[src/common/g729_pkg.sv]
package g729_pkg;

	//////////////////////////////////////////////////
	// Data widths and constants
	//////////////////////////////////////////////////

	localparam int WORD16 = 16;
	localparam int WORD32 = 32;

	// Cosine table and slope entries
	localparam int TABLE_DEPTH = 64;

	localparam logic [WORD32-1:0] ROUND_CONST = 32'h0000_8000;

	localparam int LSF_SHIFT = 3;
	localparam int IND_SHIFT = 8;

	// Scratch address width carried in the memory structs
	localparam int MEM_ADDR_WIDTH = 12;

	//////////////////////////////////////////////////
	// Sequencer states
	//////////////////////////////////////////////////

	typedef enum logic [3:0] {
		IDLE,
		CHECK,
		FETCH,
		COMPARE,
		DEC_IND,
		INTERP,
		SHIFT,
		STORE,
		NEXT
	} lsp_state_e;

	//////////////////////////////////////////////////
	// Request and response bundles
	//////////////////////////////////////////////////

	// Operand pairs, one per basic operator
	typedef struct packed {
		logic [WORD16-1:0] add_a;
		logic [WORD16-1:0] add_b;
		logic [WORD16-1:0] sub_a;
		logic [WORD16-1:0] sub_b;
		logic [WORD16-1:0] shl_var;
		logic [WORD16-1:0] shl_amt;
		logic [WORD32-1:0] l_add_a;
		logic [WORD32-1:0] l_add_b;
		logic [WORD16-1:0] l_mult_a;
		logic [WORD16-1:0] l_mult_b;
	} arith_req_t;

	typedef struct packed {
		logic [WORD16-1:0] add;
		logic [WORD16-1:0] sub;
		logic [WORD16-1:0] shl;
		logic [WORD32-1:0] l_add;
		logic [WORD32-1:0] l_mult;
	} arith_rsp_t;

	typedef struct packed {
		logic              start;
		logic [WORD32-1:0] value;
		logic [WORD16-1:0] shift;
	} lshl_req_t;

	typedef struct packed {
		logic              done;
		logic [WORD32-1:0] result;
	} lshl_rsp_t;

	// Engine side of the scratch RAM
	typedef struct packed {
		logic [MEM_ADDR_WIDTH-1:0] read_addr;
		logic [MEM_ADDR_WIDTH-1:0] write_addr;
		logic [WORD32-1:0]         write_data;
		logic                      write_en;
	} mem_req_t;

	typedef struct packed {
		logic                      we;
		logic [MEM_ADDR_WIDTH-1:0] addr;
		logic [WORD32-1:0]         wdata;
	} host_req_t;

endpackage

[src/logic/basic_ops.sv]
`timescale 1ns/1ps

module basic_ops
	import g729_pkg::*;
(
	input  arith_req_t arith_req,
	output arith_rsp_t arith_rsp
);

	logic signed [WORD16:0] add_wide;
	logic signed [WORD16:0] sub_wide;

	// Clamp to the 16-bit range
	function automatic logic [WORD16-1:0] sat16(input logic signed [WORD16:0] x);
		if (x > 17'sd32767) begin
			return 16'h7fff;
		end
		if (x < -17'sd32768) begin
			return 16'h8000;
		end
		return x[WORD16-1:0];
	endfunction

	function automatic logic [WORD16-1:0] shl16(input logic [WORD16-1:0] var1,
			input logic [WORD16-1:0] var2);
		logic signed [WORD16:0]   amt;
		logic signed [WORD16:0]   neg_amt;
		logic signed [WORD32-1:0] wide;
		amt     = $signed({var2[WORD16-1], var2});
		neg_amt = -amt;
		wide    = $signed({{WORD16{var1[WORD16-1]}}, var1});
		// Negative count shifts right
		if (amt < 0) begin
			if (neg_amt >= 17'sd15) begin
				return {WORD16{var1[WORD16-1]}};
			end
			wide = wide >>> neg_amt[3:0];
			return wide[WORD16-1:0];
		end
		if (amt > 17'sd15) begin
			if (var1 == '0) begin
				return '0;
			end
			return var1[WORD16-1] ? 16'h8000 : 16'h7fff;
		end
		wide = wide <<< amt[3:0];
		// Overflow when the result no longer fits in 16 bits
		if (wide != {{WORD16{wide[WORD16-1]}}, wide[WORD16-1:0]}) begin
			return var1[WORD16-1] ? 16'h8000 : 16'h7fff;
		end
		return wide[WORD16-1:0];
	endfunction

	function automatic logic [WORD32-1:0] l_add32(input logic [WORD32-1:0] a,
			input logic [WORD32-1:0] b);
		logic [WORD32-1:0] sum;
		sum = a + b;
		if (a[WORD32-1] == b[WORD32-1] && sum[WORD32-1] != a[WORD32-1]) begin
			return a[WORD32-1] ? 32'h8000_0000 : 32'h7fff_ffff;
		end
		return sum;
	endfunction

	function automatic logic [WORD32-1:0] l_mult32(input logic [WORD16-1:0] a,
			input logic [WORD16-1:0] b);
		logic signed [WORD32-1:0] prod;
		prod = $signed(a) * $signed(b);
		// -32768 * -32768 is the only overflow
		if (prod == 32'sh4000_0000) begin
			return 32'h7fff_ffff;
		end
		return prod <<< 1;
	endfunction

	assign add_wide = $signed({arith_req.add_a[WORD16-1], arith_req.add_a})
		+ $signed({arith_req.add_b[WORD16-1], arith_req.add_b});
	assign sub_wide = $signed({arith_req.sub_a[WORD16-1], arith_req.sub_a})
		- $signed({arith_req.sub_b[WORD16-1], arith_req.sub_b});

	assign arith_rsp.add    = sat16(add_wide);
	assign arith_rsp.sub    = sat16(sub_wide);
	assign arith_rsp.shl    = shl16(arith_req.shl_var, arith_req.shl_amt);
	assign arith_rsp.l_add  = l_add32(arith_req.l_add_a, arith_req.l_add_b);
	assign arith_rsp.l_mult = l_mult32(arith_req.l_mult_a, arith_req.l_mult_b);

endmodule

[config.mk]
export PLATFORM = sky130hd
export DESIGN_NAME = basic_ops
export DESIGN_NICKNAME = d
export VERILOG_FILES = /design/src/common/g729_pkg.sv /design/src/logic/basic_ops.sv
export SDC_FILE = /design/constraint.sdc
export NUM_CORES = 1
export LEC_CHECK = 0
export ABC_CLOCK_PERIOD_IN_PS = 11120
export CAP_MARGIN = 20
export CORE_UTILIZATION = 45
export DETAILED_ROUTE_END_ITERATION = 10
export DONT_BUFFER_PORTS = 1
export MAX_ROUTING_LAYER = met4
export SYNTH_ARGS = -nofsm -noshare
export SYNTH_HDL_FRONTEND = slang
export SYNTH_SLANG_ARGS = --single-unit
[constraint.sdc]
create_clock -name vclk -period 11.12
set_input_delay 2.224 -clock vclk [all_inputs]
set_output_delay 2.224 -clock vclk [all_outputs]
set_load 0.1 [all_outputs]
# Yosys cells after proc, flatten, opt, wreduce, memory -nomap -nowiden
# Cells that the tools add are included.
[word_totals]
regBits = 0
wordCells = 65
output_inout_bits = 112
mem_bits_rw = 0
mem_bits_ro = 0
latch_bits = 0
mem_count = 0
input_bits = 192
[classes]
muxes = 45
multipliers = 1
n_bitwise = 0
n_div = 0
eq_ne = 4
reduce_logical = 2
order_cmp = 7
shift = 2
n_addsub = 4
[op_table]
columns = ["op", "count"]
rows = [
  ["two-way mux 16 bit", 19],
  ["two-way mux 32 bit", 7],
  ["greater-than comparator 17 x 16 -> 1 bit (second input constant)", 2],
  ["less-than comparator 17 x 16 -> 1 bit (second input constant)", 2],
  ["adder 32 bit", 1],
  ["== test 32 bit (second input constant)", 1],
  ["multiplier 16 x 16 -> 32 bit", 1],
  ["<<< shifter 32 x 4 -> 32 bit", 1],
  [">>> shifter 16 x 4 -> 32 bit", 1],
  ["two-way mux 1 bit", 19],
  ["adder 16 x 16 -> 17 bit", 1],
  [">= comparator 17 x 5 -> 1 bit (second input constant)", 1],
  ["negator 16 -> 17 bit", 1],
  ["subtractor 16 x 16 -> 17 bit", 1],
  ["greater-than comparator 16 x 5 -> 1 bit (second input constant)", 1],
  ["zero test 16 bit", 1],
  ["less-than comparator 16 x 1 -> 1 bit (second input constant)", 1],
  ["inequality test 16 bit", 1],
  ["== test 1 bit", 1],
  ["logical AND 1 bit", 1],
  ["inequality test 1 bit", 1],
]

# Longest topological paths before layout
[logic_depth]
depth_word = 14
ltp_mapped = 29
ltp_nobuf = 26

# Least setup slack after synthesis
# OpenSTA, ideal clock, no wires.
[synth_path]
path_type = "input-to-output"
start = "in arith_req[31] in the netlist's numbering"
end = "out arith_rsp[0] in the netlist's numbering"
n_path_buf = 1
slack_ps = -1859
path_stages = 24
t_arrival_ps = 10755
required_ps = 8896
path_cell_list = "clkbuf_1 > nand2_1 > fa_1 > inv_1 > fa_1 > inv_1 > fa_1 > inv_1 > fa_1 > inv_1 > fa_1 > fa_1 > xnor2_1 > xnor2_1 > xnor3_1 > nand2b_1 > a2111oi_0 > nand4_1 > nor4_1 > nand4_1 > or3b_2 > nor3_1 > nand4_1 > nor3_1"
[synth_lines]
columns = ["element", "line_no", "text"]
rows = [
  ["start, declared", "basic_ops.sv:6", "input arith_req_t arith_req,"],
  ["end, declared", "basic_ops.sv:7", "output arith_rsp_t arith_rsp"],
]

==> impl_metrics.tcl <==
set metrics [dict create \
    seq_cells 0 \
    crit_type "in2out" \
    vias_per_cell 5.83 \
    first_global_vias 15100 \
    regArea_sq_um 0 \
    track_usage_pct 29.8 \
    hp-class "in2out" \
    outcome "finished, violations left" \
    required_ps 8900 \
    route.detailed.drc 0 \
    grt_overflow 0 \
    hold_buffers 0 \
    die_y_microns 191 \
    period_minus_slack_ps 11240 \
    drive_above_1_share_pct 16.0 \
    wl_per_cell_microns 20.8 \
    drtIter0Drc 961 \
    clock_buffers 0 \
    tightest_slew_ps 1220 \
    whs_ps 4470 \
    synth_cells 1971 \
    n_fill_cell 3214 \
    via_count 14500 \
    avgSynthCellArea_sq_um 8.13 \
    finalCritPeriodShare_pct 101 \
    violations "setup timing" \
    grt_pass1_wl_microns 83400 \
    rsz0062_at_grt "yes" \
    yosysWarnings 0 \
    port_buffers 0 \
    max_freq_ghz 0.0890 \
    firstDrtPassIters 5 \
    startpoint_type "input port" \
    setup_viol 30 \
    grt_max_degree 55 \
    detailed_place_hpwl_microns 43400 \
    antenna_found_initial 10 \
    die_w_microns 191 \
    drv_slew 0 \
    ant_nets 0 \
    syn-num-nets 2575 \
    dp_slack_ps -306 \
    synthesis.area_sq_um 16000 \
    cp.arrival_ps 9020 \
    syn2layout_area_growth_pct 16.4 \
    final_common_cell "inv_1" \
    slew_headroom_pct 18.2 \
    worstPathMaxFanout 16 \
    fp.coreArea_sq_um 34800 \
    io_pins 304 \
    postLayoutSetupSlackWorst_ps -119 \
    yosysUniqueCellTypes 91 \
    hold_viol_final 0 \
    ys_seq_area_share_pct 0 \
    dieArea_sq_um 36400 \
    totalWireLength_microns 51500 \
    num_rows 68 \
    place.gp.congestion 1.01 \
    final_nets 2618 \
    floorplan.initialDensity_pct 46.0 \
    crit_path_end_kind "output port" \
    timing.max_cap.violations 0 \
    layout_common_cells "inv_1, fa_1, nand2_1" \
]
## area by class of cell
type / count / area [sq um] / area share, %
diodes: 11 / 27.5 / 0.148
inverters: 292 / 1100 / 5.90
well taps: 455 / 569 / 3.05
repair buffers: 121 / 1400 / 7.52
multi-input cells: 1599 / 15500 / 83.4
## Yosys cell counts, types with 5 or more instances
| cell type | count | area, sq um |
|---|---|---|
| nor3_1 | 35 | 175 |
| and2_1 | 143 | 895 |
| inv_1 | 289 | 1080 |
| nor2_1 | 103 | 387 |
| fa_1 | 265 | 5310 |
| ha_1 | 147 | 1840 |
| o21bai_1 | 16 | 120 |
| o31ai_1 | 10 | 75.1 |
| a2111oi_0 | 8 | 70.1 |
| a31o_2 | 5 | 43.8 |
| nor2b_1 | 11 | 68.8 |
| or3_1 | 14 | 87.6 |
| nand4_1 | 18 | 113 |
| o21ai_0 | 88 | 440 |
| xnor2_1 | 52 | 455 |
| xor2_1 | 36 | 315 |
| a21oi_1 | 89 | 445 |
| mux2_2 | 6 | 67.6 |
| o21a_1 | 16 | 120 |
| a21boi_0 | 10 | 75.1 |
| nand3_1 | 44 | 220 |
| buf_1 | 7 | 26.3 |
| nor4_1 | 12 | 75.1 |
| o211ai_1 | 10 | 75.1 |
| a211o_1 | 10 | 87.6 |
| a31oi_1 | 16 | 100 |
| o22a_1 | 6 | 52.6 |
| a21o_1 | 30 | 225 |
| or2_2 | 7 | 43.8 |
| clkbuf_1 | 67 | 251 |
| nand2_1 | 207 | 777 |
| o21ai_1 | 7 | 35.0 |
| mux4_2 | 18 | 405 |
| and3_1 | 8 | 50.1 |
| a211oi_1 | 8 | 60.1 |
| mux2i_1 | 23 | 230 |
| nand2b_1 | 28 | 175 |
| or4_1 | 8 | 60.1 |
## per-stage QoR
| step | instance area [sq um] | utilization, % | setup TNS (ps) | std cells |
|---|---|---|---|---|
| after global placement | 18000 | 51.7 | -7370 | 2446 |
| final | 18600 | 53.6 | -2040 | 2478 |
| after floorplan | 16500 | - | -26.5 | 1971 |
| after global routing | 18600 | 53.6 | -8940 | 2477 |
| after CTS | 18300 | 52.7 | -825 | 2461 |
| after detailed placement | 18100 | 51.9 | -7870 | 2449 |
## layer usage
layer	global-route usage [%]	share of wire (%)	vias to the layer above
met5	-	0	-
met4	11.1	4.1	0
met3	3.46	6.8	89
met2	47.4	47	601
met1	38.9	42	7085
li1	-	-	6680
## critical path: stages
cell       delay (ps)
and2_1            160
fa_1              500
fa_1              520
inv_2              50
fa_1              490
inv_2              40
fa_1              500
fa_1              520
fa_1              610
ha_4              240
nand2_4            80
nor2_4             30
a211oi_2          210
buf_4             180
a31oi_4           100
a31o_4            250
and2_4            190
a2111oi_4         340
o31ai_2           120
a311o_1           370
a21oi_2           180
xnor2_2           100
or3_4             520
clkbuf_16         230
nand2b_4           80
buf_12            170
## cells by family after synthesis
kind of cell / after synthesis / synth area share (%)
muxes: 47 / 4.39
and+or+nand+nor: 663 / 20.9
xor gates and xnor gates: 89 / 4.95
AOI/OAI and AO/OA: 388 / 16.3
adders and majority gates: 412 / 44.6
buffers and inverters: 372 / 8.84
## what timing repair did
item	in CTS	in global routing
endpoints found under the setup margin	31	32
gates resized for setup	35	44
endpoints found under the hold margin	0	0
buffers inserted	10	4
cloned	2	1
pin swaps	22	42
## worst paths after layout
| path | from | end | slack [ps] | depth (start not counted) |
|---|---|---|---|---|
| min | arith_req[127] | arith_rsp[79] | 4470 | 0 |
| max | arith_req[22] | arith_rsp[14] | -120 | 26 |
Power is not shown: default switching activity piles up to over one toggle a cycle in this logic, so the estimate is an artifact.
