--- config.mk ---
export PLATFORM = sky130hd
export DESIGN_NAME = l_shl_unit
export DESIGN_NICKNAME = d
export VERILOG_FILES = /design/src/common/g729_pkg.sv /design/src/logic/l_shl_unit.sv
export SDC_FILE = /design/constraint.sdc
export NUM_CORES = 1
export LEC_CHECK = 0
export BUFFER_PORTS_ARGS = -buffer_cell sky130_fd_sc_hd__clkbuf_2
export CAP_MARGIN = 10
export CORE_MARGIN = 3
export CORE_UTILIZATION = 45
export DETAILED_ROUTE_END_ITERATION = 7
export PLACE_DENSITY = 0.79
export SKIP_CTS_REPAIR_TIMING = 1
export SKIP_LAST_GASP = 1
export SLEW_MARGIN = 30
export SYNTH_ARGS = -nofsm -noshare
export SYNTH_HDL_FRONTEND = slang
export SYNTH_SLANG_ARGS = --single-unit
export TNS_END_PERCENT = 1
--- constraint.sdc ---
create_clock -name clock -period 2.76 [get_ports clock]
set_input_delay 0.138 -clock clock [delete_from_list [all_inputs] [get_ports clock]]
set_output_delay 0.138 -clock clock [all_outputs]
set_load 0.1 [all_outputs]
--- src/common/g729_pkg.sv ---
package g729_pkg;

	//////////////////////////////////////////////////
	// Data widths and constants
	//////////////////////////////////////////////////

	localparam int WORD16 = 16;
	localparam int WORD32 = 32;

	// Cosine table and slope entries
	localparam int TABLE_DEPTH = 64;

	localparam logic [WORD32-1:0] ROUND_CONST = 32'h0000_8000;

	localparam int LSF_SHIFT = 3;
	localparam int IND_SHIFT = 8;

	// Scratch address width carried in the memory structs
	localparam int MEM_ADDR_WIDTH = 12;

	//////////////////////////////////////////////////
	// Sequencer states
	//////////////////////////////////////////////////

	typedef enum logic [3:0] {
		IDLE,
		CHECK,
		FETCH,
		COMPARE,
		DEC_IND,
		INTERP,
		SHIFT,
		STORE,
		NEXT
	} lsp_state_e;

	//////////////////////////////////////////////////
	// Request and response bundles
	//////////////////////////////////////////////////

	// Operand pairs, one per basic operator
	typedef struct packed {
		logic [WORD16-1:0] add_a;
		logic [WORD16-1:0] add_b;
		logic [WORD16-1:0] sub_a;
		logic [WORD16-1:0] sub_b;
		logic [WORD16-1:0] shl_var;
		logic [WORD16-1:0] shl_amt;
		logic [WORD32-1:0] l_add_a;
		logic [WORD32-1:0] l_add_b;
		logic [WORD16-1:0] l_mult_a;
		logic [WORD16-1:0] l_mult_b;
	} arith_req_t;

	typedef struct packed {
		logic [WORD16-1:0] add;
		logic [WORD16-1:0] sub;
		logic [WORD16-1:0] shl;
		logic [WORD32-1:0] l_add;
		logic [WORD32-1:0] l_mult;
	} arith_rsp_t;

	typedef struct packed {
		logic              start;
		logic [WORD32-1:0] value;
		logic [WORD16-1:0] shift;
	} lshl_req_t;

	typedef struct packed {
		logic              done;
		logic [WORD32-1:0] result;
	} lshl_rsp_t;

	// Engine side of the scratch RAM
	typedef struct packed {
		logic [MEM_ADDR_WIDTH-1:0] read_addr;
		logic [MEM_ADDR_WIDTH-1:0] write_addr;
		logic [WORD32-1:0]         write_data;
		logic                      write_en;
	} mem_req_t;

	typedef struct packed {
		logic                      we;
		logic [MEM_ADDR_WIDTH-1:0] addr;
		logic [WORD32-1:0]         wdata;
	} host_req_t;

endpackage

--- src/logic/l_shl_unit.sv ---
`timescale 1ns/1ps

module l_shl_unit
	import g729_pkg::*;
(
	input  logic      clock,
	input  logic      reset,
	input  lshl_req_t lshl_req,
	output lshl_rsp_t lshl_rsp
);

	logic [WORD32-1:0] value_q;
	logic [WORD16-1:0] count_q;
	logic              busy_q;

	// One bit left, sticks at the limit once saturated
	function automatic logic [WORD32-1:0] shl1(input logic [WORD32-1:0] v);
		if (v[WORD32-1] != v[WORD32-2]) begin
			return v[WORD32-1] ? 32'h8000_0000 : 32'h7fff_ffff;
		end
		return {v[WORD32-2:0], 1'b0};
	endfunction

	// First shift happens on the load edge
	always_ff @(posedge clock) begin
		if (reset) begin
			busy_q  <= 1'b0;
			count_q <= '0;
		end else if (lshl_req.start) begin
			busy_q  <= 1'b1;
			count_q <= (lshl_req.shift == '0) ? '0 : lshl_req.shift - 1'b1;
		end else if (busy_q) begin
			if (count_q == '0) begin
				busy_q <= 1'b0;
			end else begin
				count_q <= count_q - 1'b1;
			end
		end
	end

	always_ff @(posedge clock) begin
		if (lshl_req.start) begin
			value_q <= (lshl_req.shift == '0) ? lshl_req.value : shl1(lshl_req.value);
		end else if (busy_q && count_q != '0) begin
			value_q <= shl1(value_q);
		end
	end

	assign lshl_rsp.done   = busy_q && (count_q == '0);
	assign lshl_rsp.result = value_q;

endmodule

## Yosys cells after proc, flatten, opt, wreduce, memory -nomap -nowiden

Index checks and enable logic that the tools add are counted.

- Register bits: 49
- Input port bits: 51
- Word-level logic and storage cells: 37

- Add/sub/neg operators: 2
- Equal/unequal tests: 3
- Muxes and demuxes: 21
- Reductions and logical operators: 8

Operators by type and width:

| kind | number |
|---|---|
| $mux W32 | 9 |
| $mux W16 | 4 |
| $logic_not A16 Y1 | 2 |
| $sub A16 B1 Y16 const B | 2 |
| $reduce_bool A16 Y1 | 1 |
| $mux W1 | 8 |
| $reduce_bool A2 Y1 | 2 |
| $logic_and A1 B1 Y1 | 2 |
| $ne A1 B1 Y1 | 2 |
| $ne A2 B2 Y1 const B | 1 |
| $reduce_and A2 Y1 | 1 |

## Depth between registers and ports, before layout

Gate-level depths: netlist (run 1).

- Depth after elaboration: 7
- Mapped depth: 9
- Depth with buffers taken out: 7

## Worst setup path after synthesis (run 1)

OpenSTA, ideal clock, no wires.

- Path type: reg2reg
- From: reg value_q[31]
- To: reg value_q[21], data pin
- Library setup time: 270 ps
- Data arrival time: 2412 ps
- Setup slack: 78 ps
- Cell stages (with the launch flop): 10
- Period minus slack after synthesis: 2682 ps
- Cells stage by stage: edfxtp_1 > inv_1 > ha_1 > clkbuf_1 > nor2_1 > clkbuf_1 > buf_1 > a21oi_1 > nor2_1 > a21oi_1

- Cells in the longest elaborated chain, start to end: 7
- Elaborated cells between the ends (all ways): 9
- Classes of those cells: 1 x eq/ne; 8 x mux

Ends and longest elaborated chain:

| item | RTL line | RTL |
|---|---|---|
| start: declaration | l_shl_unit.sv:12 | `logic [WORD32-1:0] value_q;` |
| start signal: assignment | l_shl_unit.sv:43 | `value_q <= (lshl_req.shift == '0) ? lshl_req.value : shl1(lshl_req.value);` |
| start signal: assignment | l_shl_unit.sv:45 | `value_q <= shl1(value_q);` |
| $ne A1 B1 Y1 | l_shl_unit.sv:18 | `if (v[WORD32-1] != v[WORD32-2]) begin` |
| $mux W1 | l_shl_unit.sv:18 |  |
| $mux W1 | l_shl_unit.sv:44 | `end else if (busy_q && count_q != '0) begin` |
| $mux W1 | l_shl_unit.sv:42 | `if (lshl_req.start) begin` |
| $mux W32 * | l_shl_unit.sv:21 | `return {v[WORD32-2:0], 1'b0};` |
| $mux W32 * | l_shl_unit.sv:44 |  |
| $mux W32 * | l_shl_unit.sv:42 |  |

Mark *: on every way between the ends. The rest lies on a longest branch, timed or not. The select of a mux whose other input is x is not followed.
A chain may end at the register's enable or synchronous reset.

## Final worst setup path (run 1)

- From: reg count_q[0]
- To: reg value_q[6] (enable)

- Cells in the longest elaborated chain, start to end: 3

Ends and longest elaborated chain:

| item | RTL line | RTL |
|---|---|---|
| start: declaration | l_shl_unit.sv:13 | `logic [WORD16-1:0] count_q;` |
| start signal: assignment | l_shl_unit.sv:31 | `count_q <= (lshl_req.shift == '0) ? '0 : lshl_req.shift - 1'b1;` |
| start signal: assignment | l_shl_unit.sv:36 | `count_q <= count_q - 1'b1;` |
| $reduce_bool A16 Y1 | l_shl_unit.sv:44 |  |
| $logic_and A1 B1 Y1 | l_shl_unit.sv:44 |  |
| $reduce_bool A2 Y1 (no source line) | - |  |

No other way between the ends.

==> results.cfg, run 1 <==
[place]
dp_hpwl_mm = 6.06
place_inst = 600
gp_congestion = 0.903
io_buffers = 83
dp_slack_ns = 0.297

[setup_path]
path_cells = inv_1, ha_1, or3b_2, nor2_1, a21boi_2, or2_2
ff2ff_setup_slack_ns = 0.26
worst-setup-path-type = flip-flop to flip-flop
rr_endpoint = value_q[6]
cp_max_fo = 32
endpoint = value_q[6]
slowest_stage = or2_2
r2r_start = count_q[0]
r2r_cells = 6
cpPeakStageDelay_ns = 0.71
crit_required_ns = 2.70
cp_num_buf_inv = 1
critPathTopFamily = simple AND/OR/NAND/NOR gates
start_kind = flip-flop
path_depth = 6
cp_data_arrival_time_ns = 2.44
critPathLaunch = count_q[0]
critPathCaptureType = flip-flop

[cts]
cts_buffer_depth = 2
cts_tree = built
h-tree-depth = 2
cts.sinks = 49
cts_inserted_buffers = 5
clk_pin_slew_worst_paths_ns = 0.10
root_buffer = clkbuf_8
clk_latency_ns = 0.31

[die]
rows = 31
die_height_um = 93.4
dieArea_um2 = 8730
io_pins = 84
die_w_um = 93.4
core_um2 = 7330
start_util_pct = 46.9

[yosys]
synth_top_cell_by_area = edfxtp_1
ys_seq_area_share_pct = 37.8
yosys.area.top_type_share_pct = 27.9
synth_cell_types = 47
yosys-top-cells-area = edfxtp_1 28%, a21oi_1 14%, dfxtp_1 9.9%, nor2_1 8.4%, o21ai_0 4.5%
synth_cells = 446
yosysWarnings = 0
async_flop_share_pct = 0
synth_seq_cells = 49
synth_area_um2 = 3440
synth_enable_flop_cells = 32
syn_nets = 506
ys.flop_type = edfxtp_1
synth_area_per_cell_um2 = 7.71

[routing]
wl_met3_um = 519
drt_first_pass_iters = 5
wire_per_inst_um = 14.0
wl_met2_mm = 4.07
drt_wl_total_mm = 8.50
num_vias = 3267
drc = 0
wirelength_met1_mm = 3.84
highest_layer = met4
detail-route-antenna-nets = 0
dr.first_iter.drc_count = 189
vias_per_cell = 5.37

[power_and_ir_drop]
power_leakage_nw = 1.72
peakVddDrop_mv = 0.255
cellPowerDensity_nw_per_um2 = 702

[timing]
clock_skew_ns = 0.0198
period_needed_ns = 2.50
clock.fmax_mhz = 400
relSlewSlack_pct = 48.7
hold_viol = 0
final_max_slew_viol_count = 0
setup_tns_ns = 0
finalSetupViolations = 0
rsz0062_at_grt = false
setup_ws_ns = 0.262
min_period_over_period_pct = 90.5
worst_slew_pin_slew_ns = 0.770
hold_ws_ns = 0.0991

[global_routing]
grt_max_degree = 77
overflow = 0
antenna_found_initial = 0
grt_first_pass_wirelength_mm = 13.9
grt_util_all_layers_pct = 19.3
grt_pass1_vias = 3035

[cells_and_area]
drive_gt1_share_pct = 22.0
nets = 568
register_area_um2 = 1300
area_delta_synth_final_pct = 16.2
multi_input_area_um2 = 1850
diodes = 0
fin_util_pct = 54.5
final_cells = 608
nFillCells = 671

[min_path]
hold_path.class = primary input to flip-flop

[status]
status = finished, final reports clean

[flow_run]
max_cap_viol_count = 0
==> power by group <==
group	switching (mW)	internal (mW)
Combinational	1.04	0.311
Clock	0.262	0.184
Sequential	0.0793	0.923
Total	1.39	1.42
==> registers in the layout (all words and copies together) (netlist names) <==
signal   count
busy_q       1
count_q     16
value_q     32
==> logic make-up (layout without fill, tap and decap cells) <==
logic type      after synthesis  in the layout  synth area share [%]
compound gates              150            150                  23.7
xor+xnor                     21             21                  5.35
fa+ha+maj                     9              9                  3.27
buf+inv                      71            134                  8.44
flops                        49             49                  37.8
mux                           3              3                 0.909
simple gates                143            143                  20.5
==> through the flow <==
stage | cell area [um2] | power [mW]
final | 4000 | 2.80
after global routing | 4000 | 2.96
after CTS | 3990 | 2.81
after detailed placement | 3900 | 2.37
after global placement | 3900 | 2.34
after floorplan | 3440 | 2.11
==> routing by layer <==
metal | vias up | track usage (%)
met3 | 6 | 3.06
met2 | 108 | 32.3
li1 | 1689 | -
met1 | 1464 | 25.9
met4 | 0 | 5.01
met5 | - | 0
==> how the worst min path moves through the flow <==
stage / to / slack, ns / start / cells past startpoint
CTS: count_q[0] / 0.09 / lshl_req[0] / 2
detailed placement: count_q[0] / 0.42 / lshl_req[0] / 2
floorplan: count_q[14] / 0.21 / reset / 1
finish: count_q[0] / 0.1 / lshl_req[0] / 2
global route: count_q[0] / 0.13 / lshl_req[0] / 2
global placement: count_q[0] / 0.42 / lshl_req[0] / 2
==> worst reg2reg max path, cell delays in order, from the launching register on <==
cell      delay, ns
dfxtp_1        0.43
inv_1          0.09
ha_1           0.20
or3b_2         0.22
nor2_1         0.05
a21boi_2       0.41
or2_2          0.71
==> final cells by class <==
class | count | share of cell area [%]
timing repair buffer | 88 | 12.0
inverter | 38 | 3.57
multi-input combinational | 326 | 46.4
tap | 99 | 3.10
clock inverter | 3 | 0.626
clock buffer | 5 | 1.72
sequential | 49 | 32.6
==> cell usage after synthesis (2+ instances only) <==
cell type  number
a31oi_1         2
and3_1          3
inv_1          38
nand2_1         8
or3_1           2
ha_1            9
nor4_1          5
o21ai_0        31
xnor2_1        13
or4_1           5
mux2i_1         2
or2_2           4
a21oi_1        94
nand2b_1        2
nor3_1         21
nor3b_1         2
nand4_1         2
buf_4           5
nor2_1         77
or4b_2          3
nand3_1         3
dfxtp_1        17
o22ai_1        10
xor2_1          8
buf_2           4
clkbuf_1       23
edfxtp_1       32
a41o_1          2
==> placed cells by master, fill, tap and decap left out, drive strengths merged, types with 10 or more instances in the layout <==
cell / n
a21oi: 94
clkbuf: 87
dfxtp: 17
edfxtp: 32
inv: 39
nor2: 77
nor3: 22
o21ai: 31
o22ai: 10
xnor2: 13
(Power assumes the default switching activity.)
==> inputs of run 2 (changes only) <==
- CORE_UTILIZATION: 45 -> 30
- PLACE_DENSITY: 0.79 -> 0.6
==> results.cfg, run 2 (synthesized netlist as in run 1, its figures left out) <==
[timing]
rsz0062_at_grt = false
setup_tns_ns = 0
worst_slew_pin_slew_ns = 0.767
clock_skew_ns = 0.00459
hold_viol = 0
clock.fmax_mhz = 400
period_needed_ns = 2.50
min_period_over_period_pct = 90.5
relSlewSlack_pct = 48.8
final_max_slew_viol_count = 0
finalSetupViolations = 0
hold_ws_ns = 0.131

[status]
status = finished, final reports clean

[setup_path]
crit_required_ns = 2.67
worst-setup-path-type = flip-flop to flip-flop
critPathCaptureType = flip-flop
cp_max_fo = 32
start_kind = flip-flop
cp_data_arrival_time_ns = 2.41

[place]
gp_congestion = 0.842
dp_hpwl_mm = 6.51
place_area_um2 = 3950
io_buffers = 83

[routing]
drc = 0
detail-route-antenna-nets = 0
drt_wl_total_mm = 9.01
num_vias = 3296
dr.first_iter.drc_count = 169
drt_first_pass_iters = 5
wire_per_inst_um = 13.8
vias_per_cell = 5.06

[die]
rows = 38
start_util_pct = 31.2
io_pins = 84
dieArea_um2 = 12800
core_um2 = 11000
die_w_um = 113
die_height_um = 113

[global_routing]
antenna_found_initial = 0
grt_pass1_vias = 2995
grt_util_all_layers_pct = 13.6
grt_first_pass_wirelength_mm = 14.4
overflow = 0
grt_max_degree = 68

[cells_and_area]
final_common_cell = a21oi_1
diodes = 0
largest_register_ffs = 32
nets = 570
reg_top3 = value_q (32), count_q (16), busy_q (1)
final_cell_mix = 94 x a21oi_1, 82 x clkbuf_2, 76 x nor2_1
area_delta_synth_final_pct = 19.8
fin_util_pct = 37.4
multi_input_area_um2 = 1850
top_register = value_q
final_area_um2 = 4120
nFillCells = 1174
drive_gt1_share_pct = 22.1
register_area_um2 = 1300

[power_and_ir_drop]
cellPowerDensity_nw_per_um2 = 740
power_leakage_nw = 1.76
peakVddDrop_mv = 0.403
total_power_mw = 3.05

[cts]
cts_tree = built
clk_pin_slew_worst_paths_ns = 0.06
cts.sinks = 49
cts_buffer_depth = 2
cts_inserted_buffers = 5
clk_latency_ns = 0.28
root_buffer = clkbuf_16
h-tree-depth = 2

[flow_run]
max_cap_viol_count = 0

[min_path]
hold_path.class = primary input to flip-flop
-- run 2: changes by cell type in the layout (fill, tap and decap cells not counted) --
cell / before / now
clkbuf_16: 0 / 5
clkbuf_8: 5 / 0
buf_4: 4 / 7
buf_12: 2 / 1
bufinv_16: 0 / 1
clkinv_1: 0 / 1
clkinv_4: 1 / 0
inv_6: 1 / 0
-- run 2: final cells by class --
type                       instances  share of cell area, %
timing repair buffer              90                   11.7
multi-input combinational        326                   45.0
tap                              140                   4.25
clock inverter                     3                   1.00
clock buffer                       5                   3.04
sequential                        49                   31.6
inverter                          38                   3.46
-- run 2: path summary, 6_finish.rpt --
kind | depth (start not counted) | startpoint | endpoint | slack (ns)
hold reg to reg | 2 | count_q[11] | count_q[11] | 0.56
setup / recovery | 6 | count_q[0] | value_q[29] | 0.26
setup reg to reg | 6 | count_q[0] | value_q[29] | 0.26
hold / removal | 2 | lshl_req[0] | count_q[0] | 0.13
-- run 2: worst max-delay path, cell delays in order, from the launching register on --
cell      delay, ns
dfxtp_1        0.40
inv_1          0.09
ha_1           0.20
or3b_2         0.22
nor2_1         0.05
a21boi_2       0.43
or2_2          0.71
-- run 2: metal layers --
layer  GRT usage (%)  part of all wire (%)  up-vias
met2            22.9                    47       84
met1            18.4                    47     1513
li1                -                     -     1694
met5               0                     0        -
met4            2.72                  0.78        0
met3            2.41                   6.0        5
-- run 2: metrics by stage --
stage / std cells / worst slack, ns
CTS: 651 / 0.219
global route: 651 / 0.0403
detailed placement: 643 / 0.255
floorplan: 446 / 0.0776
global placement: 643 / 0.353
finish: 651 / 0.261
-- run 2: where the power goes --
part	total [mW]	internal, mW	switching (mW)
sequential	1.00	0.924	0.0787
clock	0.687	0.424	0.262
combinational	1.36	0.310	1.05
total	3.05	1.66	1.39
==> inputs of run 3 (changes only) <==
- clock period: 2.76 -> 2.84 ns (I/O delays scaled with it)
==> results.cfg, run 3 (synthesized netlist as in run 1, its figures left out) <==
[routing]
drt_first_pass_iters = 4
wire_per_inst_um = 13.9
wl_met3_um = 577
dr.first_iter.drc_count = 239
wirelength_met1_mm = 4.20
drc = 0
wl_met2_mm = 4.23
drt_wl_total_mm = 9.04
highest_layer = met4
vias_per_cell = 5.13
detail-route-antenna-nets = 0
num_vias = 3326

[cells_and_area]
fin_util_pct = 37.1
diodes = 0
reg_top3 = value_q (32), count_q (16), busy_q (1)
final_cell_mix = 94 x a21oi_1, 82 x clkbuf_2, 76 x nor2_1
nets = 567
nFillCells = 1148
area_delta_synth_final_pct = 19.1
final_common_cell = a21oi_1
top_register = value_q
largest_register_ffs = 32
drive_gt1_share_pct = 21.5

[global_routing]
grt_max_degree = 71
grt_pass1_vias = 3160
grt_first_pass_wirelength_mm = 15.3
grt_util_all_layers_pct = 14.4
antenna_found_initial = 0
overflow = 0

[die]
die_w_um = 113
core_um2 = 11000
start_util_pct = 31.2
dieArea_um2 = 12800
die_height_um = 113
io_pins = 84
rows = 38

[timing]
hold_viol = 0
final_max_slew_viol_count = 0
clock.fmax_mhz = 390
finalSetupViolations = 0
worst_slew_pin_slew_ns = 0.787
period_needed_ns = 2.56
clock_skew_ns = 0.00393
rsz0062_at_grt = false
relSlewSlack_pct = 47.5
min_period_over_period_pct = 90.3
setup_tns_ns = 0

[cts]
cts.sinks = 49
clk_latency_ns = 0.28
root_buffer = clkbuf_16
cts_inserted_buffers = 5
cts_tree = built
clk_pin_slew_worst_paths_ns = 0.07
h-tree-depth = 2
cts_buffer_depth = 2

[place]
gp_congestion = 0.826
dp_hpwl_mm = 6.46
io_buffers = 83

[status]
status = finished, final reports clean

[setup_path]
critPathCaptureType = output port
cpPeakStageDelay_ns = 0.66
cp_data_arrival_time_ns = 2.42
cp_max_fo = 7
start_kind = flip-flop
path_cells = or4_1, nor4_2, and3_1, buf_4
slowest_stage = or4_1
crit_required_ns = 2.70
worst-setup-path-type = flip-flop to output port

[power_and_ir_drop]
cellPowerDensity_nw_per_um2 = 723
peakVddDrop_mv = 0.328
power_leakage_nw = 1.75

[flow_run]
max_cap_viol_count = 0

[min_path]
hold_path.class = primary input to flip-flop
[run 3: layer usage]
metal  vias up  global-route usage [%]
met2       109                    24.1
met1      1523                    19.8
met3         2                    2.30
met4         0                    2.80
met5         -                       0
li1       1692                       -
[run 3: worst paths after layout]
check / to / slack, ns / depth (start not counted) / from
worst max-delay path: lshl_rsp[32] / 0.28 / 4 / count_q[5]
worst min-delay path: count_q[0] / 0.14 / 2 / lshl_req[0]
worst max register to register: value_q[16] / 0.32 / 6 / count_q[0]
worst min register to register: count_q[11] / 0.56 / 2 / count_q[11]
[run 3: critical path, delay by kind of cell (launching register included)]
family	cells	cell delay, ns
flops	1	0.35
buf+inv	1	0.29
simple gates	3	1.50
[run 3: where the power goes]
part           switching, mW  leakage [nW]  internal (mW)
clock                  0.257        0.0785          0.413
combinational           1.02          1.22          0.294
sequential            0.0750         0.448          0.897
total                   1.36          1.75           1.60
[run 3: per-stage QoR]
step / worst slack (ns) / hold WS [ns] / instances / area, um2 / power [mW]
after floorplan: 0.158 / 0.212 / 446 / 3440 / 2.05
after global placement: 0.417 / 0.432 / 640 / 3930 / 2.29
after detailed placement: 0.310 / 0.436 / 640 / 3930 / 2.31
after CTS: 0.263 / 0.133 / 648 / 4090 / 2.99
after global routing: 0.0958 / 0.160 / 648 / 4100 / 3.14
final: 0.275 / 0.139 / 648 / 4100 / 2.96
[run 3: layout make-up]
cell class	count	area (um2)	share of cell area, %
sequential	49	1300	31.8
multi-input combinational	326	1850	45.2
tap	140	175	4.28
timing repair buffer	87	460	11.2
inverter	38	143	3.48
clock buffer	6	129	3.15
clock inverter	2	33.8	0.825
